## src/nebula_pkg.sv

```systemverilog
/* Shared bus widths, address map, GPIO sizes and the types built on them */
package nebula_pkg;

    // Wishbone bus widths
    localparam int WB_ADR_W = 32;
    localparam int WB_DAT_W = 32;
    localparam int WB_SEL_W = 4;   // One select bit per byte lane

    typedef logic [WB_ADR_W-1:0] wb_adr_t;
    typedef logic [WB_DAT_W-1:0] wb_dat_t;
    typedef logic [WB_SEL_W-1:0] wb_sel_t;

    // Host processor and one team manager
    localparam int NUM_MANAGERS = 2;

    // Team designs competing for pads
    localparam int NUM_TEAMS  = 4;
    localparam int TEAM_IDX_W = 2;

    typedef logic [TEAM_IDX_W-1:0] team_idx_t;

    localparam int GPIO_PINS = 8;

    typedef logic [GPIO_PINS-1:0] gpio_bus_t;
    typedef gpio_bus_t [NUM_TEAMS-1:0] team_gpio_t;   // One pad pattern per team

    // RAM depth in words
    localparam int RAM_WORDS = 64;

    // Address map, region picked by the top byte
    localparam wb_adr_t REGION_MASK = 32'hFF00_0000;
    localparam wb_adr_t RAM_BASE    = 32'h3000_0000;
    localparam wb_adr_t GPIO_BASE   = 32'h3100_0000;

endpackage

```

## src/wb_if.sv

```systemverilog
/* Wishbone classic bus bundle with manager and subordinate views */
`timescale 1ns/1ps

interface wb_if import nebula_pkg::*; ();

    logic    cyc;
    logic    stb;
    logic    we;
    wb_sel_t sel;
    wb_adr_t adr;
    wb_dat_t wdat;   // Manager to subordinate
    logic    ack;
    wb_dat_t rdat;   // Subordinate to manager

    modport manager (
        output cyc,
        output stb,
        output we,
        output sel,
        output adr,
        output wdat,
        input  ack,
        input  rdat
    );

    modport subordinate (
        input  cyc,
        input  stb,
        input  we,
        input  sel,
        input  adr,
        input  wdat,
        output ack,
        output rdat
    );

endinterface

```

## src/wb_decoder.sv

```systemverilog
/* Region decode from the shared bus to the RAM and GPIO control,
   with a local reply for unmapped addresses */
`timescale 1ns/1ps

module wb_decoder import nebula_pkg::*; (
    input  logic         clk,
    input  logic         asyncrst_n,
    wb_if.subordinate    up,
    wb_if.manager        ram,
    wb_if.manager        gpio
);

    wb_adr_t region;
    logic    hit_ram;
    logic    hit_gpio;
    logic    unmapped;
    logic    nomap_ack_q;

    assign region   = up.adr & REGION_MASK;
    assign hit_ram  = (region == RAM_BASE);
    assign hit_gpio = (region == GPIO_BASE);
    assign unmapped = !hit_ram && !hit_gpio;

    // Request fields fan out, only cyc and stb are qualified
    assign ram.cyc  = up.cyc & hit_ram;
    assign ram.stb  = up.stb & hit_ram;
    assign ram.we   = up.we;
    assign ram.sel  = up.sel;
    assign ram.adr  = up.adr;
    assign ram.wdat = up.wdat;

    assign gpio.cyc  = up.cyc & hit_gpio;
    assign gpio.stb  = up.stb & hit_gpio;
    assign gpio.we   = up.we;
    assign gpio.sel  = up.sel;
    assign gpio.adr  = up.adr;
    assign gpio.wdat = up.wdat;

    // One-cycle ack for addresses nobody claims
    always_ff @(posedge clk or negedge asyncrst_n) begin
        if (!asyncrst_n) begin
            nomap_ack_q <= 1'b0;
        end else begin
            nomap_ack_q <= up.cyc & up.stb & unmapped & ~nomap_ack_q;
        end
    end

    // Reply mux back to the manager side
    always_comb begin
        up.ack  = nomap_ack_q;
        up.rdat = '0;   // Unmapped reads return zero
        if (hit_ram) begin
            up.ack  = ram.ack;
            up.rdat = ram.rdat;
        end else if (hit_gpio) begin
            up.ack  = gpio.ack;
            up.rdat = gpio.rdat;
        end
    end

endmodule

```

## src/flat_wrapper.sv

```systemverilog
// flat-port wrapper written by rule: the top's interface ports become plain ports
module wb_decoder_flat import nebula_pkg::*;
  (clk, asyncrst_n, up_cyc, up_stb, up_we, up_sel, up_adr, up_wdat, up_ack, up_rdat, ram_cyc, ram_stb, ram_we, ram_sel, ram_adr, ram_wdat, ram_ack, ram_rdat, gpio_cyc, gpio_stb, gpio_we, gpio_sel, gpio_adr, gpio_wdat, gpio_ack, gpio_rdat);
  wb_if up_i ();
  wb_if ram_i ();
  wb_if gpio_i ();
  input  logic clk;
  input  logic asyncrst_n;
  input wire logic [$bits(up_i.cyc)-1:0] up_cyc;
  input wire logic [$bits(up_i.stb)-1:0] up_stb;
  input wire logic [$bits(up_i.we)-1:0] up_we;
  input wire logic [$bits(up_i.sel)-1:0] up_sel;
  input wire logic [$bits(up_i.adr)-1:0] up_adr;
  input wire logic [$bits(up_i.wdat)-1:0] up_wdat;
  output wire logic [$bits(up_i.ack)-1:0] up_ack;
  output wire logic [$bits(up_i.rdat)-1:0] up_rdat;
  output wire logic [$bits(ram_i.cyc)-1:0] ram_cyc;
  output wire logic [$bits(ram_i.stb)-1:0] ram_stb;
  output wire logic [$bits(ram_i.we)-1:0] ram_we;
  output wire logic [$bits(ram_i.sel)-1:0] ram_sel;
  output wire logic [$bits(ram_i.adr)-1:0] ram_adr;
  output wire logic [$bits(ram_i.wdat)-1:0] ram_wdat;
  input wire logic [$bits(ram_i.ack)-1:0] ram_ack;
  input wire logic [$bits(ram_i.rdat)-1:0] ram_rdat;
  output wire logic [$bits(gpio_i.cyc)-1:0] gpio_cyc;
  output wire logic [$bits(gpio_i.stb)-1:0] gpio_stb;
  output wire logic [$bits(gpio_i.we)-1:0] gpio_we;
  output wire logic [$bits(gpio_i.sel)-1:0] gpio_sel;
  output wire logic [$bits(gpio_i.adr)-1:0] gpio_adr;
  output wire logic [$bits(gpio_i.wdat)-1:0] gpio_wdat;
  input wire logic [$bits(gpio_i.ack)-1:0] gpio_ack;
  input wire logic [$bits(gpio_i.rdat)-1:0] gpio_rdat;
  assign up_i.cyc = up_cyc;
  assign up_i.stb = up_stb;
  assign up_i.we = up_we;
  assign up_i.sel = up_sel;
  assign up_i.adr = up_adr;
  assign up_i.wdat = up_wdat;
  assign up_ack = up_i.ack;
  assign up_rdat = up_i.rdat;
  assign ram_cyc = ram_i.cyc;
  assign ram_stb = ram_i.stb;
  assign ram_we = ram_i.we;
  assign ram_sel = ram_i.sel;
  assign ram_adr = ram_i.adr;
  assign ram_wdat = ram_i.wdat;
  assign ram_i.ack = ram_ack;
  assign ram_i.rdat = ram_rdat;
  assign gpio_cyc = gpio_i.cyc;
  assign gpio_stb = gpio_i.stb;
  assign gpio_we = gpio_i.we;
  assign gpio_sel = gpio_i.sel;
  assign gpio_adr = gpio_i.adr;
  assign gpio_wdat = gpio_i.wdat;
  assign gpio_i.ack = gpio_ack;
  assign gpio_i.rdat = gpio_rdat;
  wb_decoder u_core (.clk(clk), .asyncrst_n(asyncrst_n), .up(up_i), .ram(ram_i), .gpio(gpio_i));
endmodule
```

## config.mk

```make
export PLATFORM = sky130hd
export DESIGN_NAME = wb_decoder_flat
export DESIGN_NICKNAME = d
export VERILOG_FILES = /design/src/nebula_pkg.sv /design/src/wb_if.sv /design/src/wb_decoder.sv /design/src/flat_wrapper.sv
export SDC_FILE = /design/constraint.sdc
export NUM_CORES = 1
export LEC_CHECK = 0
export BUFFER_PORTS_ARGS = -buffer_cell sky130_fd_sc_hd__buf_2
export CORE_AREA = 4 4 121 123
export CTS_CLUSTER_SIZE = 40
export DETAILED_ROUTE_END_ITERATION = 12
export DIE_AREA = 0 0 125 127
export HOLD_SLACK_MARGIN = 0.06
export SLEW_MARGIN = 10
export SYNTH_ARGS = -nofsm -noshare
export SYNTH_HDL_FRONTEND = slang
export SYNTH_SLANG_ARGS = --single-unit
```

## constraint.sdc

```tcl
create_clock -name clk -period 1.1 [get_ports clk]
set_clock_uncertainty 0.1 [all_clocks]
set_input_delay 0.055 -clock clk [delete_from_list [all_inputs] [get_ports clk]]
set_output_delay 0.055 -clock clk [all_outputs]
set_load 0.02 [all_outputs]
```

**Word-level counts from Yosys, hierarchy flattened**

Index checks and enable logic that the tools add are counted.

- Word-level logic and storage cells: 18
- Bits of input ports: 139
- Flip-flop bits (word level): 1
- Output and inout port bits: 175

- Bitwise operators: 8
- Reduce and logical (&&, ||, !) cells: 3
- Mux-type cells: 4
- Eq/ne operators: 2

Operator list:

| cell | number |
|---|---|
| 32-bit 2-to-1 mux | 2 |
| 8-bit by 6-bit equality test with 1-bit output (second input constant) | 2 |
| 1-bit AND | 7 |
| 1-bit logical NOT | 2 |
| 1-bit 2-to-1 mux | 2 |
| 1-bit logical AND | 1 |
| 1-bit NOT | 1 |

**Longest topological paths before layout**

Gate-level depths: netlist of run 1.

- Depth in word-level cells: 5
- Depth in mapped cells: 5
- Depth with buffers taken out: 3

**Least setup slack after synthesis of run 1**

No wires, ideal clock.

- Path type: input port to output port
- Start point: in up_adr[27]
- End point: out gpio_cyc
- Arrival time: 0.993 ns
- Path slack: -0.048 ns
- Cell stages on the path: 4
- Data required time: 0.945 ns
- Path buffers: 1
- Cell sequence: nor3_1 nand4_1 buf_6 nor3_1

- Longest elaborated chain between the ends: 2

RTL lines:

| item | line | RTL |
|---|---|---|
| start: declaration | flat_wrapper.sv:13 | `input wire logic [$bits(up_i.adr)-1:0] up_adr;` |
| 8-bit by 6-bit equality test with 1-bit output | wb_decoder.sv:21 | `assign hit_gpio = (region == GPIO_BASE);` |
| 1-bit AND | wb_decoder.sv:32 | `assign gpio.cyc = up.cyc & hit_gpio;` |
| end: declaration | flat_wrapper.sv:25 | `output wire logic [$bits(gpio_i.cyc)-1:0] gpio_cyc;` |

No other way between the ends.

**Worst setup path after layout of run 1**

- Start point: in up_adr[27]
- End point: out ram_cyc

- Longest elaborated chain between the ends: 2

RTL lines:

| item | line | RTL |
|---|---|---|
| 8-bit by 6-bit equality test with 1-bit output | wb_decoder.sv:20 | `assign hit_ram = (region == RAM_BASE);` |
| 1-bit AND | wb_decoder.sv:25 | `assign ram.cyc = up.cyc & hit_ram;` |
| end: declaration | flat_wrapper.sv:17 | `output wire logic [$bits(ram_i.cyc)-1:0] ram_cyc;` |

No other way between the ends.

==> impl_summary.log, run 1 <==
INFO  metric run_status = complete, but fails checks
INFO  metric failed_checks = negative setup slack
INFO  metric final_util = 0.1958
INFO  metric synth.yosys.seq_area_share = 0.01506
INFO  metric fill_cells = 1513
INFO  metric multi_input_comb_area = 747.0 um2
INFO  metric synth_top_flop_cell = sky130_fd_sc_hd__dfrtp_1
INFO  metric number_of_global_route_vias_before_repair = 1614
INFO  metric area.sequential = 25.02 um2
INFO  metric design.die.area = 0.01588 mm2
INFO  metric post_place_instance_area = 0.001582 mm2
INFO  metric post_synth_instance_area = 0.001662 mm2
INFO  metric critical_path_required = 0.94 ns
INFO  metric timing.final.crit_share = 1.111
INFO  metric path_class = input pin to output port
INFO  metric max_flop_register = u_core.nomap_ack_q
INFO  metric leakage = 1.257 nW
INFO  metric dieWidth = 125 um
INFO  metric route.detailed.drc = 0
INFO  metric yosys.cell_count.top_type = sky130_fd_sc_hd__buf_4
INFO  metric crit-reg2reg-capture = u_core.nomap_ack_q$_DFF_PN0_
INFO  metric synthesized_instance_count = 224
INFO  metric power-per-cell-area = 390.6 mW/mm2
INFO  metric floorplan.initialDensity = 0.1216
INFO  metric grt_util_all_layers = 0.06393
INFO  metric grt_antenna_before_repair = 0
INFO  metric wirelength = 6395 um
INFO  metric grt.overflow.total = 0
INFO  metric reg2reg_setup_slack = 0.28 ns
INFO  metric netlist_top_cells_count = sky130_fd_sc_hd__buf_4, sky130_fd_sc_hd__mux2i_1, sky130_fd_sc_hd__nor2_1
INFO  metric synthesis.nets = 363
INFO  metric fmaxAchievable = 0.8184 GHz
INFO  metric detail-route-antenna-nets = 0
INFO  metric min_to = gpio_adr[26]
INFO  metric synth_async_sr_flop_share = 1.000
INFO  metric floorplan_core_area = 0.01367 mm2
INFO  metric hold_path.class = input pin to output port
INFO  metric post-synth-top-area-cell = sky130_fd_sc_hd__buf_4
INFO  metric floorplan.io_pins = 314
INFO  metric post-dp-hpwl = 4032 um
INFO  metric cp_data_arrival_time = 1.07 ns
INFO  metric finalWorstPathRequiredPeriod = 1.222 ns
INFO  metric vdd_ir_drop_max = 89.59 uV
INFO  metric flip_flop_count_of_the_largest_register_after_layout = 1
INFO  metric synth_cell_types = 13
INFO  metric vias = 1563
INFO  metric largestRegisters = u_core.nomap_ack_q x1
INFO  metric drt_first_pass_iters = 4
INFO  metric min_path_cells = 2
INFO  metric numPortBuffers = 130
INFO  metric reg2regPathDepth = 1
INFO  metric synth_top_area_frac = 0.6280
INFO  metric postSynthAreaPerCell = 7.418 um2
INFO  metric start_kind = input pin
INFO  metric synth_enable_flop_cells = 0
INFO  metric critical_path_fanouts_max = 8
INFO  metric final_layout_size_suffix_gt1_frac = 0.6514
INFO  metric post_route_standard_cell_area_excluding_fillers = 0.002676 mm2
INFO  metric cell_types_occupying_the_most_area_after_synthesis = sky130_fd_sc_hd__buf_4, sky130_fd_sc_hd__mux2i_1, sky130_fd_sc_hd__nor2_1, sky130_fd_sc_hd__buf_6, sky130_fd_sc_hd__dfrtp_1
INFO  metric rsz0062_at_grt = yes
INFO  metric timing.final.hold_violations = 0
INFO  metric r2r-start = u_core.nomap_ack_q$_DFF_PN0_
INFO  metric max-slew-margin-rel = 0.6900
INFO  metric dieHeight = 127 um
INFO  metric syn2layout_area_growth = 61.07%
INFO  metric drt-initial-drc-count = 37
INFO  metric postSynthRegisterBits = 1
INFO  metric worst_skew_pair.late_latency = 0 ns
INFO  metric number_of_nets_in_the_final_layout = 425
INFO  metric wire_per_inst = 13.78 um
INFO  metric totalNegativeSetupSlack = -3.484 ns
INFO  metric timing.hold.worst.start = up_adr[26]
INFO  metric global_route_wire_length_before_repair = 8390 um
INFO  metric final_slew_violations = 0
INFO  metric detailedPlace.worstSlack = -0.2168 ns
INFO  metric worst_slew_pin_slew = 0.4635 ns
INFO  metric place_congestion = 0.7061
INFO  metric synth-warning-count = 0
INFO  metric critical_path.endpoint_type = output port
INFO  metric placement_rows = 43
INFO  metric vias_per_cell = 3.369
INFO  metric n_antenna_cell = 0
INFO  metric drv.max_cap_violation_count = 0
INFO  metric final.setup.worst_slack = -0.1218 ns
INFO  metric setup-violations-final = 38
INFO  metric largest_net_degree_at_the_start_of_global_routing = 23
==> report_power, final <==
part	internal (W)	switching [W]	total, W
logic	0.000382	0.000622	0.00100
registers	0.0000395	0.00000159	0.0000411
clock network	0	0	0
total	0.000422	0.000624	0.00105
==> per-stage QoR <==
step	power (W)	hold WS [ns]	instances
floorplan	0.0009244	-0.3406	224
global placement	0.0004446	-0.2694	398
detailed placement	0.0004491	-0.2670	398
CTS	0.001008	0.2347	462
global route	0.001108	0.2593	464
finish	0.001045	0.2491	464
==> critical path, cell delays in order <==
cell and delay, ns:
sky130_fd_sc_hd__buf_8 0.10, sky130_fd_sc_hd__nor3_4 0.17, sky130_fd_sc_hd__nand4_1 0.13, sky130_fd_sc_hd__buf_6 0.18, sky130_fd_sc_hd__buf_12 0.16, sky130_fd_sc_hd__nor3_2 0.10, sky130_fd_sc_hd__buf_4 0.16
==> kinds of logic after synthesis <==
| kind of cell | count (synthesis) | share of synthesized area |
|---|---|---|
| and+or+nand+nor | 40 | 0.1017 |
| DFF | 1 | 0.01506 |
| muxes | 34 | 0.2063 |
| buffers and inverters | 149 | 0.6770 |
==> cell usage in the layout, fill, tap and decap left out, types with 2 or more instances in the layout <==
cell type,instances
sky130_fd_sc_hd__dlygate4sd3_1,62
sky130_fd_sc_hd__nor2_2,12
sky130_fd_sc_hd__buf_4,15
sky130_fd_sc_hd__inv_1,3
sky130_fd_sc_hd__buf_12,2
sky130_fd_sc_hd__nor2_4,20
sky130_fd_sc_hd__mux2i_1,31
sky130_fd_sc_hd__buf_6,33
sky130_fd_sc_hd__buf_2,91
sky130_fd_sc_hd__nor3_4,4
sky130_fd_sc_hd__mux2_2,2
==> layout make-up <==
cell class,instances,area share
inverters,3,0.004208
repair buffers,206,0.6232
multi-input cells,74,0.2791
well taps,180,0.08415
flip-flops and latches,1,0.009350
==> worst max-delay path by stage <==
stage	slack, ns	cells past startpoint	startpoint	endpoint
after floorplan	-0.05	4	up_adr[27]	gpio_cyc
after global placement	-0.19	6	up_adr[27]	up_rdat[15]
after detailed placement	-0.22	6	up_adr[27]	up_rdat[31]
after CTS	-0.09	7	up_adr[27]	ram_stb
after global routing	-0.18	7	up_adr[27]	gpio_stb
final	-0.12	7	up_adr[27]	ram_cyc
==> timing repair <==
item,CTS,global route
pin swaps,2,12
hold buffers,62,0
setup buffers,1,0
gates resized for setup,69,43
endpoints found under the setup margin,38,38
endpoints found under the hold margin,123,0
cloned,1,2
==> layer usage <==
layer  global-route usage  up-vias  wire, um
met4             0.009566        0        31
li1                     -      691         -
met5                    0        -         0
met3              0.01547        4       668
met2               0.1386      178      3915
met1              0.06037      690      1779
(Power assumes the default switching activity.)
==> run 2, diff against run 1 <==
==> constraint.sdc (replaced) <==
create_clock -name clk -period 1.2 [get_ports clk]
set_clock_uncertainty 0.1 [all_clocks]
set_input_delay 0.06 -clock clk [delete_from_list [all_inputs] [get_ports clk]]
set_output_delay 0.06 -clock clk [all_outputs]
set_load 0.02 [all_outputs]
==> impl_summary.log, run 2 (synthesized netlist as in run 1, its figures left out) <==
INFO  metric design.die.area = 0.01588 mm2 (unchanged)
INFO  metric r2r-start = u_core.nomap_ack_q$_DFF_PN0_
INFO  metric critical-path-slowest-cell = sky130_fd_sc_hd__clkbuf_16
INFO  metric post_route_standard_cell_area_excluding_fillers = 0.002591 mm2 (-3.2%)
INFO  metric fmaxAchievable = 0.8036 GHz
INFO  metric power.sequential.fraction = 0.040 (about the same)
INFO  metric design_power_total = 0.0009512 W (-9.0%)
INFO  metric critPathMaxStageDelay = 0.19 ns (about the same)
INFO  metric grt_util_all_layers = 0.06813 (+0.004203)
INFO  metric route.detailed.drc = 0 (unchanged)
INFO  metric flip_flop_count_of_the_largest_register_after_layout = 1 (unchanged)
INFO  metric final_slew_violations = 0 (unchanged)
INFO  metric finalWorstPathRequiredPeriod = 1.244 ns
INFO  metric number_of_nets_in_the_final_layout = 423 (-0.47%)
INFO  metric rsz0062_at_grt = yes
INFO  metric power.share.switching = 0.6003 (+0.003639)
INFO  metric largestRegisters = u_core.nomap_ack_q x1
INFO  metric drt-initial-drc-count = 6 (-84%)
INFO  metric global_route.usage.met2 = 0.1408 (+0.002214)
INFO  metric place_congestion = 0.6860 (-2.8%)
INFO  metric floorplan.io_pins = 314 (unchanged)
INFO  metric floorplan_core_area = 0.01367 mm2 (unchanged)
INFO  metric fraction_of_power_consumed_by_the_clock_network = 0 (unchanged)
INFO  metric final_util = 0.1896 (-0.006226)
INFO  metric min_path_cells = 2 (unchanged)
INFO  metric combinational_power_share = 0.960 (about the same)
INFO  metric post_place_instance_area = 0.001496 mm2 (-5.4%)
INFO  metric net-switching-power = 0.0005710 W (-8.4%)
INFO  metric hold_path.class = input pin to output port
INFO  metric number_of_global_route_vias_before_repair = 1566 (-3.0%)
INFO  metric critical_path_required = 1.04 ns (+0.10 ns)
INFO  metric final_layout_size_suffix_gt1_frac = 0.6277 (-0.02375)
INFO  metric vdd_ir_drop_max = 150.0 uV (+67%)
INFO  metric drv.max_cap_violation_count = 0 (unchanged)
INFO  metric grt.overflow.total = 0 (unchanged)
INFO  metric max_flop_register = u_core.nomap_ack_q
INFO  metric globalRoute.busiestLayer = met2
INFO  metric largest_net_degree_at_the_start_of_global_routing = 25 (+8.7%)
INFO  metric path_class = input pin to output port
INFO  metric start_kind = input pin
INFO  metric dieHeight = 127 um (unchanged)
INFO  metric cp_data_arrival_time = 1.08 ns (about the same)
INFO  metric post-dp-hpwl = 4395 um (+9.0%)
INFO  metric worst_skew_pair.late_latency = 0 ns (unchanged)
INFO  metric syn2layout_area_growth = 55.95%
INFO  metric reg2regPathDepth = 1 (unchanged)
INFO  metric run_status = complete, but fails checks
INFO  metric timing.final.hold_violations = 0 (unchanged)
INFO  metric gr-usage-met1 = 0.06641 (+0.006045)
INFO  metric reg2reg_setup_slack = 0.43 ns (+0.15 ns)
INFO  metric n_antenna_cell = 0 (unchanged)
INFO  metric critical_path.endpoint_type = output port
INFO  metric floorplan.initialDensity = 0.1216 (unchanged)
INFO  metric global_route_wire_length_before_repair = 8797 um (+4.9%)
INFO  metric endpoint = up_rdat[8]
INFO  metric max-slew-margin-rel = 0.6822 (-0.007737)
INFO  metric grt_antenna_before_repair = 1 (+1)
INFO  metric crit-reg2reg-capture = u_core.nomap_ack_q$_DFF_PN0_
INFO  metric power-per-cell-area = 367.1 mW/mm2 (-6.0%)
INFO  metric post_layout_nonfiller_instances = 462 (-0.43%)
INFO  metric wire_per_inst = 15.26 um (+11%)
INFO  metric globalRouteMet3Util = 0.02801 (+0.01254)
INFO  metric failed_checks = negative setup slack
INFO  metric placedCellCount = 396 (-0.50%)
INFO  metric mostFrequentLayoutCell = sky130_fd_sc_hd__buf_2
INFO  metric worst_setup_path_startpoint = up_adr[25]
INFO  metric mostFrequentLayoutCells = sky130_fd_sc_hd__buf_2, sky130_fd_sc_hd__dlygate4sd3_1, sky130_fd_sc_hd__mux2i_1
INFO  metric vias = 1569 (+0.38%)
INFO  metric vias_per_cell = 3.396 (+0.82%)
INFO  metric leakage = 1.246 nW (-0.95%)
INFO  metric worst_slew_pin_slew = 0.4751 ns (+0.01157 ns)
INFO  metric wirelength = 7050 um (+10%)
INFO  metric numPortBuffers = 130 (unchanged)
INFO  metric totalNegativeSetupSlack = -0.5527 ns (+2.931 ns)
INFO  metric drt_first_pass_iters = 2 (-2)
INFO  metric critical_path_fanouts_max = 12 (+4)
INFO  metric dieWidth = 125 um (unchanged)
INFO  metric setup-violations-final = 20 (-47%)
INFO  metric final.setup.worst_slack = -0.04437 ns (+0.07747 ns)
INFO  metric crit_path_cell_trace = buf_8 -> nor3_4 -> nand4_1 -> buf_6 -> clkbuf_16 -> nor2_1 -> buf_4
INFO  metric detail-route-antenna-nets = 0 (unchanged)
INFO  metric power_report.internal_total = 0.0003802 W (-9.8%)
INFO  metric placement_rows = 43 (unchanged)
INFO  metric timing.final.crit_share = 1.037
run 2: cell type report:
| cell class | instances | area [um2] |
|---|---|---|
| timing repair buffer | 204 | 1629 |
| inverter | 3 | 11.26 |
| tap | 180 | 225.2 |
| fill | 1509 | 11070 |
| multi-input combinational | 74 | 700.7 |
| sequential | 1 | 25.02 |
run 2: routing by layer:
layer	up-vias	routed length, um	part of all wire
li1	687	-	-
met1	682	1972	0.28
met2	194	4128	0.59
met3	4	924	0.13
met4	2	17	0.0024
met5	-	8	0.0011
run 2: through the flow:
| step | hold WS, ns | worst slack [ns] |
|---|---|---|
| 6_report | 0.2687 | -0.04437 |
| 4_1_cts | 0.2694 | -0.008899 |
| 3_3_place_gp | -0.2639 | -0.04645 |
| 3_5_place_dp | -0.2641 | -0.1068 |
| 2_1_floorplan | -0.3356 | 0.04167 |
| 5_1_grt | 0.2867 | -0.1313 |
run 2: what timing repair did:
action,CTS,global route
buffers inserted,1,0
pin swaps,1,11
hold buffers,62,0
endpoints found under the setup margin,36,38
resized for setup,45,74
endpoints found under the hold margin,123,0
gates cloned,1,2
run 2: worst min path at each step:
stage	from	endpoint	slack (ns)
2_1_floorplan	asyncrst_n	u_core.nomap_ack_q$_DFF_PN0_	-0.34
5_1_grt	up_adr[31]	gpio_adr[31]	0.29
3_3_place_gp	asyncrst_n	u_core.nomap_ack_q$_DFF_PN0_	-0.26
3_5_place_dp	asyncrst_n	u_core.nomap_ack_q$_DFF_PN0_	-0.26
6_report	up_adr[31]	gpio_adr[31]	0.27
4_1_cts	up_adr[30]	gpio_adr[30]	0.27
run 2: power by group through the flow:
stage / Sequential (W) / Combinational, W / Clock [W]
finish: 0.0000377 / 0.000914 / 0
detailed placement: 0.0000373 / 0.000352 / 0
CTS: 0.0000373 / 0.000861 / 0
floorplan: 0.0000368 / 0.000796 / 0
global placement: 0.0000372 / 0.000350 / 0
global route: 0.0000377 / 0.000972 / 0
run 2: worst max-delay path, delay by kind of cell:
kind,cells,cell delay (ns)
simple gates,3,0.40
buf+inv,4,0.61
