===== src/nebula_pkg.sv =====
/* Shared bus widths, address map, GPIO sizes and the types built on them */
package nebula_pkg;

    // Wishbone bus widths
    localparam int WB_ADR_W = 32;
    localparam int WB_DAT_W = 32;
    localparam int WB_SEL_W = 4;   // One select bit per byte lane

    typedef logic [WB_ADR_W-1:0] wb_adr_t;
    typedef logic [WB_DAT_W-1:0] wb_dat_t;
    typedef logic [WB_SEL_W-1:0] wb_sel_t;

    // Host processor and one team manager
    localparam int NUM_MANAGERS = 2;

    // Team designs competing for pads
    localparam int NUM_TEAMS  = 4;
    localparam int TEAM_IDX_W = 2;

    typedef logic [TEAM_IDX_W-1:0] team_idx_t;

    localparam int GPIO_PINS = 8;

    typedef logic [GPIO_PINS-1:0] gpio_bus_t;
    typedef gpio_bus_t [NUM_TEAMS-1:0] team_gpio_t;   // One pad pattern per team

    // RAM depth in words
    localparam int RAM_WORDS = 64;

    // Address map, region picked by the top byte
    localparam wb_adr_t REGION_MASK = 32'hFF00_0000;
    localparam wb_adr_t RAM_BASE    = 32'h3000_0000;
    localparam wb_adr_t GPIO_BASE   = 32'h3100_0000;

endpackage


===== src/wb_if.sv =====
/* Wishbone classic bus bundle with manager and subordinate views */
`timescale 1ns/1ps

interface wb_if import nebula_pkg::*; ();

    logic    cyc;
    logic    stb;
    logic    we;
    wb_sel_t sel;
    wb_adr_t adr;
    wb_dat_t wdat;   // Manager to subordinate
    logic    ack;
    wb_dat_t rdat;   // Subordinate to manager

    modport manager (
        output cyc,
        output stb,
        output we,
        output sel,
        output adr,
        output wdat,
        input  ack,
        input  rdat
    );

    modport subordinate (
        input  cyc,
        input  stb,
        input  we,
        input  sel,
        input  adr,
        input  wdat,
        output ack,
        output rdat
    );

endinterface


===== src/gpio_control.sv =====
/* Per-pad team select registers on Wishbone and the pad output routing */
`timescale 1ns/1ps

module gpio_control import nebula_pkg::*; (
    input  logic       clk,
    input  logic       asyncrst_n,
    wb_if.subordinate  bus,
    input  team_gpio_t team_gpio_out_i,
    input  team_gpio_t team_gpio_oeb_i,
    output gpio_bus_t  io_out_o,
    output gpio_bus_t  io_oeb_o
);

    team_idx_t                    pad_sel [GPIO_PINS];   // Owner of each pad
    wb_adr_t                      word_off;
    logic [$clog2(GPIO_PINS)-1:0] pad_idx;
    logic                         in_range;
    logic                         access;
    logic                         ack_q;
    wb_dat_t                      rdat_q;

    // Word offset inside the GPIO region
    assign word_off = (bus.adr & ~REGION_MASK) >> $clog2(WB_SEL_W);
    assign pad_idx  = word_off[$clog2(GPIO_PINS)-1:0];
    assign in_range = (word_off < GPIO_PINS);
    assign access   = bus.cyc & bus.stb & ~ack_q;

    always_ff @(posedge clk or negedge asyncrst_n) begin
        if (!asyncrst_n) begin
            ack_q <= 1'b0;
            for (int p = 0; p < GPIO_PINS; p++) begin
                pad_sel[p] <= '0;   // Team 0 owns every pad
            end
        end else begin
            ack_q <= access;
            // Index sits in the low bits of byte lane 0
            if (access && bus.we && bus.sel[0] && in_range) begin
                pad_sel[pad_idx] <= bus.wdat[TEAM_IDX_W-1:0];
            end
        end
    end

    always_ff @(posedge clk) begin
        if (access) begin
            rdat_q <= in_range ? wb_dat_t'(pad_sel[pad_idx]) : '0;
        end
    end

    assign bus.ack  = ack_q;
    assign bus.rdat = rdat_q;

    // Each pad follows the team its register names
    always_comb begin
        for (int p = 0; p < GPIO_PINS; p++) begin
            io_out_o[p] = team_gpio_out_i[pad_sel[p]][p];
            io_oeb_o[p] = team_gpio_oeb_i[pad_sel[p]][p];   // Active low enable
        end
    end

endmodule


===== src/flat_wrapper.sv =====
// flat-port wrapper written by rule: the top's interface ports become plain ports
module gpio_control_flat import nebula_pkg::*;
  (clk, asyncrst_n, team_gpio_out_i, team_gpio_oeb_i, io_out_o, io_oeb_o, bus_cyc, bus_stb, bus_we, bus_sel, bus_adr, bus_wdat, bus_ack, bus_rdat);
  wb_if bus_i ();
  input  logic clk;
  input  logic asyncrst_n;
  input  team_gpio_t team_gpio_out_i;
  input  team_gpio_t team_gpio_oeb_i;
  output gpio_bus_t io_out_o;
  output gpio_bus_t io_oeb_o;
  input wire logic [$bits(bus_i.cyc)-1:0] bus_cyc;
  input wire logic [$bits(bus_i.stb)-1:0] bus_stb;
  input wire logic [$bits(bus_i.we)-1:0] bus_we;
  input wire logic [$bits(bus_i.sel)-1:0] bus_sel;
  input wire logic [$bits(bus_i.adr)-1:0] bus_adr;
  input wire logic [$bits(bus_i.wdat)-1:0] bus_wdat;
  output wire logic [$bits(bus_i.ack)-1:0] bus_ack;
  output wire logic [$bits(bus_i.rdat)-1:0] bus_rdat;
  assign bus_i.cyc = bus_cyc;
  assign bus_i.stb = bus_stb;
  assign bus_i.we = bus_we;
  assign bus_i.sel = bus_sel;
  assign bus_i.adr = bus_adr;
  assign bus_i.wdat = bus_wdat;
  assign bus_ack = bus_i.ack;
  assign bus_rdat = bus_i.rdat;
  gpio_control u_core (.clk(clk), .asyncrst_n(asyncrst_n), .bus(bus_i), .team_gpio_out_i(team_gpio_out_i), .team_gpio_oeb_i(team_gpio_oeb_i), .io_out_o(io_out_o), .io_oeb_o(io_oeb_o));
endmodule

===== config.mk =====
export PLATFORM = sky130hd
export DESIGN_NAME = gpio_control_flat
export DESIGN_NICKNAME = d
export VERILOG_FILES = /design/src/nebula_pkg.sv /design/src/wb_if.sv /design/src/gpio_control.sv /design/src/flat_wrapper.sv
export SDC_FILE = /design/constraint.sdc
export NUM_CORES = 1
export LEC_CHECK = 0
export BUFFER_PORTS_ARGS = -buffer_cell sky130_fd_sc_hd__clkbuf_2
export CAP_MARGIN = 20
export CORE_MARGIN = 2
export CORE_UTILIZATION = 30
export DETAILED_ROUTE_END_ITERATION = 12
export GPL_TIMING_DRIVEN = 1
export PLACE_DENSITY = 0.79
export SYNTH_ARGS = -nofsm -noshare
export SYNTH_HDL_FRONTEND = slang
export SYNTH_SLANG_ARGS = --single-unit

===== constraint.sdc =====
create_clock -name clk -period 1.7 [get_ports clk]
set_input_delay 0.255 -clock clk [delete_from_list [all_inputs] [get_ports clk]]
set_output_delay 0.255 -clock clk [all_outputs]
set_load 0.1 [all_outputs]

-- Word level (Yosys, flattened, before mapping)
Cells that the tools add are included.
- muxes and demuxes: 38
- bitwise gates (word level): 4
- reduce and logical (&&, ||, !) cells: 4
- magnitude comparators: 11
- operators with widths (operator ; number):
    8-bit binary-select mux with 2-bit select ; 16
    2-bit by 3-bit less-than comparator with 1-bit output (second input constant) ; 8
    22-bit by 4-bit less-than comparator with 1-bit output (second input constant) ; 1
    16-bit bitwise mux ; 1
    8-bit 2-to-1 mux ; 2
    7-bit 2-to-1 mux ; 2
    6-bit 2-to-1 mux ; 2
    2-bit 2-to-1 mux ; 5
    5-bit 2-to-1 mux ; 2
    4-bit 2-to-1 mux ; 2
    2-bit binary-select mux with 3-bit select ; 1
    2-bit demux with 3-bit select ; 1
    3-bit 2-to-1 mux ; 2
    4-bit greater-or-equal comparator (second input constant) ; 1
    1-bit logical AND ; 4
    4-bit by 1-bit less-than comparator with 1-bit output (second input constant) ; 1
    3-bit NOT with 4-bit output ; 1
    1-bit AND ; 2
    1-bit 2-to-1 mux ; 2
    1-bit NOT ; 1
- register bits after elaboration: 49
- output and inout bits: 49

-- Logic depth before layout (Yosys ltp)
Gate-level depths: netlist of run 1.
- depth after elaboration: 6
- gate-level depth with buffers: 5

-- Least setup slack after synthesis of run 1
OpenSTA, ideal clock, no wires.
- path type: register -> register
- from: register u_core.ack_q, in the netlist u_core.bus.ack
- to: register u_core.pad_sel[0] (netlist name)
- buffers on the path: 0
- cell stages (with the launch flop): 5
- period minus slack after synthesis: 2.257 ns
- setup time: 0.125 ns
- data arrival time: 2.132 ns
- slack: -0.557 ns
- cell sequence: dfrtp_1 > and3b_1 > nand3_1 > nor4_1 > mux2_2
- cells in the longest elaborated chain, start to end: 5
- ends and longest elaborated chain (what ; RTL line ; source):
    from (decl) ; gpio_control.sv:19 ; logic ack_q;
    from (signal assigned) ; gpio_control.sv:35 ; ack_q <= access;
    1-bit NOT ; gpio_control.sv:26 ; assign access = bus.cyc & bus.stb & ~ack_q;
    1-bit AND ; gpio_control.sv:26 ;
    net u_core.access ; gpio_control.sv:18 ; logic access;
    1-bit logical AND (3 in series) ; gpio_control.sv:37 ; if (access && bus.we && bus.sel[0] && in_range) begin
    to (signal, indexed assignment) ; gpio_control.sv:38 ; pad_sel[pad_idx] <= bus.wdat[TEAM_IDX_W-1:0];
    to (decl) ; gpio_control.sv:14 ; team_idx_t pad_sel [GPIO_PINS];
The timed path passes the listed nets, and every way through them passes these cells.
A chain may end at the register's enable or synchronous reset.

-- Final worst setup path of run 1
- from: register u_core.ack_q, in the netlist u_core.bus.ack
- to: register u_core.pad_sel[11] (netlist name)
The elaborated chain is that of the path after synthesis.

==> flow_results.xml, run 1 <==
<?xml version="1.0" encoding="UTF-8"?>
<metrics>
  <group name="critical_path">
    <metric name="worst_r2r_setup_slack" unit="ns">-0.04</metric>
    <metric name="worstSetupPathType" unit="">flop to flop</metric>
    <metric name="r2r_cells" unit="">5</metric>
    <metric name="start_kind" unit="">flop</metric>
    <metric name="regToRegStartpoint" unit="">u_core.bus.ack</metric>
    <metric name="worstPathArrival" unit="ns">1.89</metric>
    <metric name="critical_path_sink_type" unit="">flop</metric>
    <metric name="timing.rr.end" unit="">u_core.pad_sel[11]</metric>
    <metric name="worst-endpoint-required" unit="ns">1.85</metric>
    <metric name="timing.critical_path.fanout_max" unit="">8</metric>
  </group>
  <group name="clock_tree">
    <metric name="clk_pin_slew" unit="ns">0.07</metric>
    <metric name="cts_tree" unit="">yes</metric>
    <metric name="cts_inserted_buffers" unit="">3</metric>
    <metric name="cts_max_level" unit="">1</metric>
    <metric name="clk_latency" unit="ns">0.26</metric>
    <metric name="cts_root_buf" unit="">sky130_fd_sc_hd__clkbuf_8</metric>
    <metric name="numClockSinks" unit="">19</metric>
    <metric name="worst_case_clock_buffer_depth" unit="">2</metric>
  </group>
  <group name="routing">
    <metric name="drc" unit="">0</metric>
    <metric name="detail_route.first_pass.iterations" unit="">3</metric>
    <metric name="viasPerCell" unit="">4.60</metric>
    <metric name="initialDrtViolationCount" unit="">34</metric>
    <metric name="num_vias" unit="">1491</metric>
    <metric name="routed_wirelength" unit="um">4220</metric>
    <metric name="final_antenna_net_count" unit="">0</metric>
    <metric name="detail_route.wl_per_cell" unit="um">13.0</metric>
  </group>
  <group name="yosys">
    <metric name="ys_seq_area_share" unit="%">30.5</metric>
    <metric name="syn-cell-area" unit="sq um">1590</metric>
    <metric name="yosysTopAreaCellShare" unit="%">26.7</metric>
    <metric name="ys_seq_elements" unit="">19</metric>
    <metric name="synthDistinctLibCells" unit="">32</metric>
    <metric name="synthesis.yosys.warnings" unit="">0</metric>
    <metric name="post_synth.cell_area_avg" unit="sq um">12.6</metric>
    <metric name="yosys.area.top_type" unit="">sky130_fd_sc_hd__dfrtp_1</metric>
    <metric name="yosys-top-cells-area" unit="">sky130_fd_sc_hd__dfrtp_1 (27%), sky130_fd_sc_hd__mux4_2 (25%), sky130_fd_sc_hd__buf_4 (14%), sky130_fd_sc_hd__mux2_2 (11%), sky130_fd_sc_hd__nor4_1 (3.9%)</metric>
    <metric name="syn-instance-count" unit="">127</metric>
  </group>
  <group name="timing">
    <metric name="maxSlewViolCount" unit="">0</metric>
    <metric name="fin_skew" unit="ns">0.00548</metric>
    <metric name="holdWs" unit="ns">0.396</metric>
    <metric name="setup_viol_count_final" unit="">10</metric>
    <metric name="max_clock_freq" unit="MHz">574</metric>
    <metric name="grt_setup_unrepaired" unit="">true</metric>
    <metric name="postLayoutSetupSlackWorst" unit="ns">-0.0424</metric>
    <metric name="setup_tns" unit="ns">-0.305</metric>
    <metric name="period_minus_slack" unit="ns">1.74</metric>
    <metric name="relSlewSlack" unit="%">63.6</metric>
    <metric name="timing.final.crit_share" unit="%">102</metric>
    <metric name="hold_violations" unit="">0</metric>
    <metric name="timing_worst_slew_pin_value" unit="ns">0.548</metric>
  </group>
  <group name="outcome">
    <metric name="failed_checks" unit="">negative setup slack</metric>
    <metric name="run_status" unit="">finished, violations left</metric>
  </group>
  <group name="layout">
    <metric name="mostFrequentLayoutCells" unit="">sky130_fd_sc_hd__clkbuf_2 (96), sky130_fd_sc_hd__conb_1 (30), sky130_fd_sc_hd__mux4_2 (18), sky130_fd_sc_hd__buf_12 (17)</metric>
    <metric name="post_route_cells_drive_above_1_share" unit="%">72.0</metric>
    <metric name="layout_commonest_cell" unit="">sky130_fd_sc_hd__clkbuf_2</metric>
    <metric name="layout.cells.non_filler" unit="">324</metric>
    <metric name="fin_area" unit="sq um">2700</metric>
    <metric name="antenna_cells_inserted" unit="">0</metric>
    <metric name="fin_nets" unit="">392</metric>
    <metric name="area.growth.synth_to_final" unit="%">69.5</metric>
  </group>
  <group name="die">
    <metric name="die_boundary_height" unit="um">76.9</metric>
    <metric name="boundaryPins" unit="">186</metric>
    <metric name="core_area" unit="sq um">5110</metric>
    <metric name="die_area" unit="sq um">5910</metric>
    <metric name="std_cell_rows" unit="">26</metric>
    <metric name="floorplan.die.width" unit="um">76.9</metric>
    <metric name="initial_utilization" unit="%">31.2</metric>
  </group>
  <group name="grt">
    <metric name="first_global_vias" unit="">1540</metric>
    <metric name="grtUsageTotal" unit="%">14.1</metric>
    <metric name="grt_max_degree" unit="">18</metric>
    <metric name="grt_remaining_overflow" unit="">0</metric>
    <metric name="grt_pass1_wl" unit="um">6930</metric>
    <metric name="antenna_found_initial" unit="">0</metric>
  </group>
  <group name="worst_hold_path">
    <metric name="worst_hold_path.endpoint" unit="">u_core.pad_sel[10]</metric>
    <metric name="timing.hold.worst.start" unit="">bus_wdat[0]</metric>
    <metric name="min_path_cells" unit="">2</metric>
    <metric name="worstHoldPathType" unit="">input pin to flop</metric>
  </group>
  <group name="run">
    <metric name="drv.max_cap_violation_count" unit="">0</metric>
  </group>
  <group name="power">
    <metric name="final_total_pwr" unit="mW">1.54</metric>
    <metric name="ir_worst_vdd" unit="mV">0.277</metric>
    <metric name="power.leakage" unit="nW">1.36</metric>
    <metric name="powerDensity" unit="nW/um^2">569</metric>
  </group>
  <group name="placed_design">
    <metric name="port_buffers" unit="">112</metric>
    <metric name="placed_cell_area" unit="sq um">2480</metric>
    <metric name="place.detailed.hpwl" unit="um">3510</metric>
    <metric name="numPlacedInstances" unit="">313</metric>
    <metric name="globalplace.congestion" unit="">0.802</metric>
  </group>
</metrics>
## per-stage QoR
stage                     util, %  setup slack (ns)
after CTS                    50.0           -0.0247
after floorplan                 -            -0.159
final                        52.9           -0.0424
after global routing         52.9            -0.110
after global placement       48.7            -0.192
after detailed placement     48.7            -0.221
## cell type report
class,instances,area [sq um]
fillers,445,2400
multi-input cells,103,1130
repair buffers,128,943
well taps,70,87.6
clock buffers,4,45.0
flip-flops and latches,19,495
## synthesized netlist by cell type
cell                        n
sky130_fd_sc_hd__a21oi_1    1
sky130_fd_sc_hd__nand3_1    2
sky130_fd_sc_hd__mux4_2    18
sky130_fd_sc_hd__nand2_1    2
sky130_fd_sc_hd__or4b_4     1
sky130_fd_sc_hd__nand2b_1   1
sky130_fd_sc_hd__nor3_2     1
sky130_fd_sc_hd__nor3_4     1
sky130_fd_sc_hd__mux2_1     2
sky130_fd_sc_hd__buf_2      1
sky130_fd_sc_hd__and3b_1    1
sky130_fd_sc_hd__nor2_1     2
sky130_fd_sc_hd__nand3b_1   2
sky130_fd_sc_hd__a31oi_1    1
sky130_fd_sc_hd__nand4_2    1
sky130_fd_sc_hd__o21a_1     1
sky130_fd_sc_hd__buf_4     30
sky130_fd_sc_hd__clkbuf_1   3
sky130_fd_sc_hd__mux2i_1    2
sky130_fd_sc_hd__nor4_1    10
sky130_fd_sc_hd__mux2_2    15
sky130_fd_sc_hd__or4_1      1
sky130_fd_sc_hd__a22oi_1    1
sky130_fd_sc_hd__edfxtp_1   2
sky130_fd_sc_hd__nor3b_1    1
sky130_fd_sc_hd__dfrtp_1   17
sky130_fd_sc_hd__nor2b_1    2
sky130_fd_sc_hd__nor3_1     1
sky130_fd_sc_hd__o22ai_1    1
sky130_fd_sc_hd__conb_1     1
sky130_fd_sc_hd__or3_1      1
sky130_fd_sc_hd__o21ai_0    1
## cell families (layout without fill, tap and decap cells)
logic type	Yosys count	in the layout	share of synthesized area, %
muxes	37	37	38.7
AOI/OAI and AO/OA	6	6	2.36
other	1	30	0.235
DFF	19	19	30.5
buffers and inverters	34	132	15.1
and+or+nand+nor	30	30	13.1
## how the worst max path moves through the flow
stage,from,to,depth (start not counted)
global placement,bus_adr[9],u_core.pad_sel[15],5
CTS,u_core.bus.ack,u_core.pad_sel[11],5
finish,u_core.bus.ack,u_core.pad_sel[11],5
detailed placement,bus_adr[9],u_core.pad_sel[11],5
floorplan,u_core.bus.ack,u_core.pad_sel[0],4
global route,u_core.bus.ack,u_core.pad_sel[14],5
## registers in the layout, indices dropped and copies added, names as in the netlist
signal / cells
u_core.bus.rdat: 2
u_core.pad_sel: 16
u_core.bus.ack: 1
## what timing repair did
action,CTS,global route
hold buffers,1,0
hold endpoints to repair,17,0
pin swaps,1,6
setup endpoints to repair,26,28
gates resized for setup,3,23
buffers inserted,1,5
## power by group
group	leakage [nW]	switching (mW)	total [mW]	internal [mW]
logic	1.09	0.555	0.759	0.204
clock network	0.0228	0.150	0.317	0.167
registers	0.247	0.000888	0.462	0.461
total	1.36	0.706	1.54	0.832
## routing by layer
metal	global-route usage [%]	share of wire, %
met1	16.7	37
met2	26.0	54
met3	2.82	8.0
met4	3.82	0.85
met5	0	0
## worst max-delay path: stages (launching register included)
cell                      delay (ns)
sky130_fd_sc_hd__dfrtp_4        0.47
sky130_fd_sc_hd__and3b_2        0.27
sky130_fd_sc_hd__nand3_4        0.21
sky130_fd_sc_hd__buf_6          0.20
sky130_fd_sc_hd__nor3_4         0.16
sky130_fd_sc_hd__mux2_4         0.32
(Power assumes the default switching activity.)
==> run 2: changes to the inputs <==
Settings changed: BUFFER_PORTS_ARGS -buffer_cell sky130_fd_sc_hd__clkbuf_2 to unset, CORE_AREA set to 2 2 73 75, CORE_MARGIN 2 to unset, CORE_UTILIZATION 30 to unset, DIE_AREA set to 0 0 75 77, DONT_BUFFER_PORTS set to 1, PLACE_DENSITY 0.79 to 0.49.
Clock period 1.7 ns to 2.2 ns, I/O delays scaled along.
==> flow_results.xml, run 2 (synthesized netlist as in run 1, its figures left out) <==
<?xml version="1.0" encoding="UTF-8"?>
<metrics>
  <group name="routing">
    <metric name="routed_wirelength" unit="um">3760</metric>
    <metric name="detail_route.first_pass.iterations" unit="">4</metric>
    <metric name="initialDrtViolationCount" unit="">22</metric>
    <metric name="viasPerCell" unit="">5.31</metric>
    <metric name="final_antenna_net_count" unit="">0</metric>
    <metric name="num_vias" unit="">1072</metric>
    <metric name="detail_route.wl_per_cell" unit="um">18.6</metric>
    <metric name="drc" unit="">0</metric>
  </group>
  <group name="placed_design">
    <metric name="globalplace.congestion" unit="">0.764</metric>
    <metric name="dp_slack" unit="ns">0.0587</metric>
    <metric name="port_buffers" unit="">0</metric>
    <metric name="numPlacedInstances" unit="">197</metric>
    <metric name="place.detailed.hpwl" unit="um">3060</metric>
  </group>
  <group name="clock_tree">
    <metric name="postCtsResizedCells" unit="">0</metric>
    <metric name="post-cts-setup-buffers" unit="">0</metric>
    <metric name="clk_latency" unit="ns">0.25</metric>
    <metric name="clk_pin_slew" unit="ns">0.07</metric>
    <metric name="cts_max_level" unit="">1</metric>
    <metric name="worst_case_clock_buffer_depth" unit="">2</metric>
    <metric name="cts_tree" unit="">yes</metric>
    <metric name="numClockSinks" unit="">19</metric>
    <metric name="cts_inserted_buffers" unit="">3</metric>
    <metric name="cts_root_buf" unit="">sky130_fd_sc_hd__clkbuf_8</metric>
  </group>
  <group name="power">
    <metric name="combPwrFrac" unit="%">40.3</metric>
    <metric name="power.leakage" unit="nW">0.662</metric>
    <metric name="part_of_the_total_power_dissipated_in_the_clock_network" unit="%">24.2</metric>
    <metric name="final_total_pwr" unit="mW">1.01</metric>
    <metric name="seqPwrFrac" unit="%">35.5</metric>
    <metric name="internal-power" unit="mW">0.519</metric>
    <metric name="power.switching" unit="mW">0.487</metric>
    <metric name="powerDensity" unit="nW/um^2">612</metric>
    <metric name="switching_part_of_the_total_power" unit="%">48.4</metric>
    <metric name="ir_worst_vdd" unit="mV">0.343</metric>
  </group>
  <group name="timing">
    <metric name="maxSlewViolCount" unit="">0</metric>
    <metric name="grt_setup_unrepaired" unit="">true</metric>
    <metric name="setup_viol_count_final" unit="">0</metric>
    <metric name="timing_worst_slew_pin_value" unit="ns">0.780</metric>
    <metric name="period_minus_slack" unit="ns">2.14</metric>
    <metric name="postLayoutSetupSlackWorst" unit="ns">0.0604</metric>
    <metric name="hold_violations" unit="">0</metric>
    <metric name="max_clock_freq" unit="MHz">467</metric>
    <metric name="relSlewSlack" unit="%">47.9</metric>
    <metric name="fin_skew" unit="ns">0.00311</metric>
    <metric name="timing.final.crit_share" unit="%">97.3</metric>
  </group>
  <group name="critical_path">
    <metric name="regToRegStartpoint" unit="">u_core.bus.ack</metric>
    <metric name="timing.critical_path.fanout_max" unit="">8</metric>
    <metric name="worstPathArrival" unit="ns">2.28</metric>
    <metric name="worst_r2r_setup_slack" unit="ns">0.06</metric>
    <metric name="critPathLaunch" unit="">u_core.bus.ack</metric>
    <metric name="critical_path_sink_type" unit="">flop</metric>
    <metric name="worst-endpoint-required" unit="ns">2.34</metric>
    <metric name="worstSetupPathType" unit="">flop to flop</metric>
    <metric name="start_kind" unit="">flop</metric>
  </group>
  <group name="die">
    <metric name="floorplan.die.width" unit="um">75</metric>
    <metric name="initial_utilization" unit="%">32.0</metric>
    <metric name="core_area" unit="sq um">4980</metric>
    <metric name="die_area" unit="sq um">5780</metric>
    <metric name="std_cell_rows" unit="">26</metric>
    <metric name="boundaryPins" unit="">186</metric>
    <metric name="die_boundary_height" unit="um">77</metric>
  </group>
  <group name="layout">
    <metric name="post_route_cells_drive_above_1_share" unit="%">34.8</metric>
    <metric name="fin_nets" unit="">270</metric>
    <metric name="mostFrequentLayoutCells" unit="">sky130_fd_sc_hd__conb_1 (30), sky130_fd_sc_hd__mux4_2 (18), sky130_fd_sc_hd__dfrtp_1 (16), sky130_fd_sc_hd__mux2_2 (15), sky130_fd_sc_hd__nor4_1 (10)</metric>
    <metric name="regMostFlops" unit="">u_core.pad_sel</metric>
    <metric name="area.growth.synth_to_final" unit="%">3.06</metric>
    <metric name="largest_reg_flops" unit="">16</metric>
    <metric name="antenna_cells_inserted" unit="">0</metric>
    <metric name="layout_commonest_cell" unit="">sky130_fd_sc_hd__conb_1</metric>
    <metric name="layout.cells.non_filler" unit="">202</metric>
  </group>
  <group name="run">
    <metric name="drv.max_cap_violation_count" unit="">0</metric>
  </group>
  <group name="outcome">
    <metric name="run_status" unit="">finished, final reports clean</metric>
  </group>
  <group name="grt">
    <metric name="grt_remaining_overflow" unit="">0</metric>
    <metric name="antenna_found_initial" unit="">0</metric>
    <metric name="grtUsageTotal" unit="%">12.8</metric>
    <metric name="grt_max_degree" unit="">18</metric>
    <metric name="grt_pass1_wl" unit="um">5580</metric>
    <metric name="first_global_vias" unit="">1130</metric>
  </group>
  <group name="worst_hold_path">
    <metric name="worstHoldPathType" unit="">input pin to flop</metric>
    <metric name="timing.hold.worst.start" unit="">bus_wdat[0]</metric>
  </group>
</metrics>
[run 2: metrics by stage]
| step | hold WS, ns | instance area [sq um] | TNS (ns) | util, % |
|---|---|---|---|---|
| finish | 0.207 | 1640 | 0 | 33.0 |
| global route | 0.195 | 1640 | -0.395 | 33.0 |
| CTS | 0.204 | 1640 | 0 | 33.0 |
| detailed placement | 0.0349 | 1590 | 0 | 31.9 |
| global placement | 0.0349 | 1590 | 0 | 31.9 |
| floorplan | 0.0344 | 1700 | 0 | - |
[run 2: worst max-delay path, cell delays in order, from the launching register on]
cell                      delay, ns
sky130_fd_sc_hd__dfrtp_2       0.40
sky130_fd_sc_hd__and3b_1       0.29
sky130_fd_sc_hd__nand3_1       0.37
sky130_fd_sc_hd__nor4_1        0.57
sky130_fd_sc_hd__mux2_2        0.39
[run 2: final cells by class]
class	instances	area (sq um)
clock buffer	4	45.0
timing repair buffer	6	47.5
fill	499	3330
tap	70	87.6
sequential	19	487
multi-input combinational	103	976
[run 2: what timing repair did]
item,CTS,global route
hold buffers,1,0
endpoints found under the hold margin,17,0
setup endpoints to repair,0,12
[run 2: per-layer routing]
layer  routed length [um]  vias up  part of all wire, %  global-route usage (%)
met2                 1900       99                   50                    21.1
met5                    0        -                    0                       0
met1                 1380      522                   37                    16.0
met4                   17        0                 0.45                    2.14
met3                  465        2                   12                    4.86
li1                     -      449                    -                       -
[run 2: path summary, 6_finish.rpt]
path / to / depth (start not counted)
min: u_core.pad_sel[10] / 1
max: u_core.pad_sel[2] / 4
max reg2reg: u_core.pad_sel[2] / 4
min in group asynchronous: u_core.bus.ack / 1
max in group asynchronous: u_core.bus.ack / 1
min reg2reg: u_core.pad_sel[11] / 1
[run 2: power by group through the flow]
stage	logic [mW]	clock network, mW	registers (mW)
finish	0.406	0.244	0.357
global route	0.415	0.272	0.357
CTS	0.406	0.250	0.357
detailed placement	0.397	0	0.364
global placement	0.397	0	0.364
floorplan	0.424	0	0.378
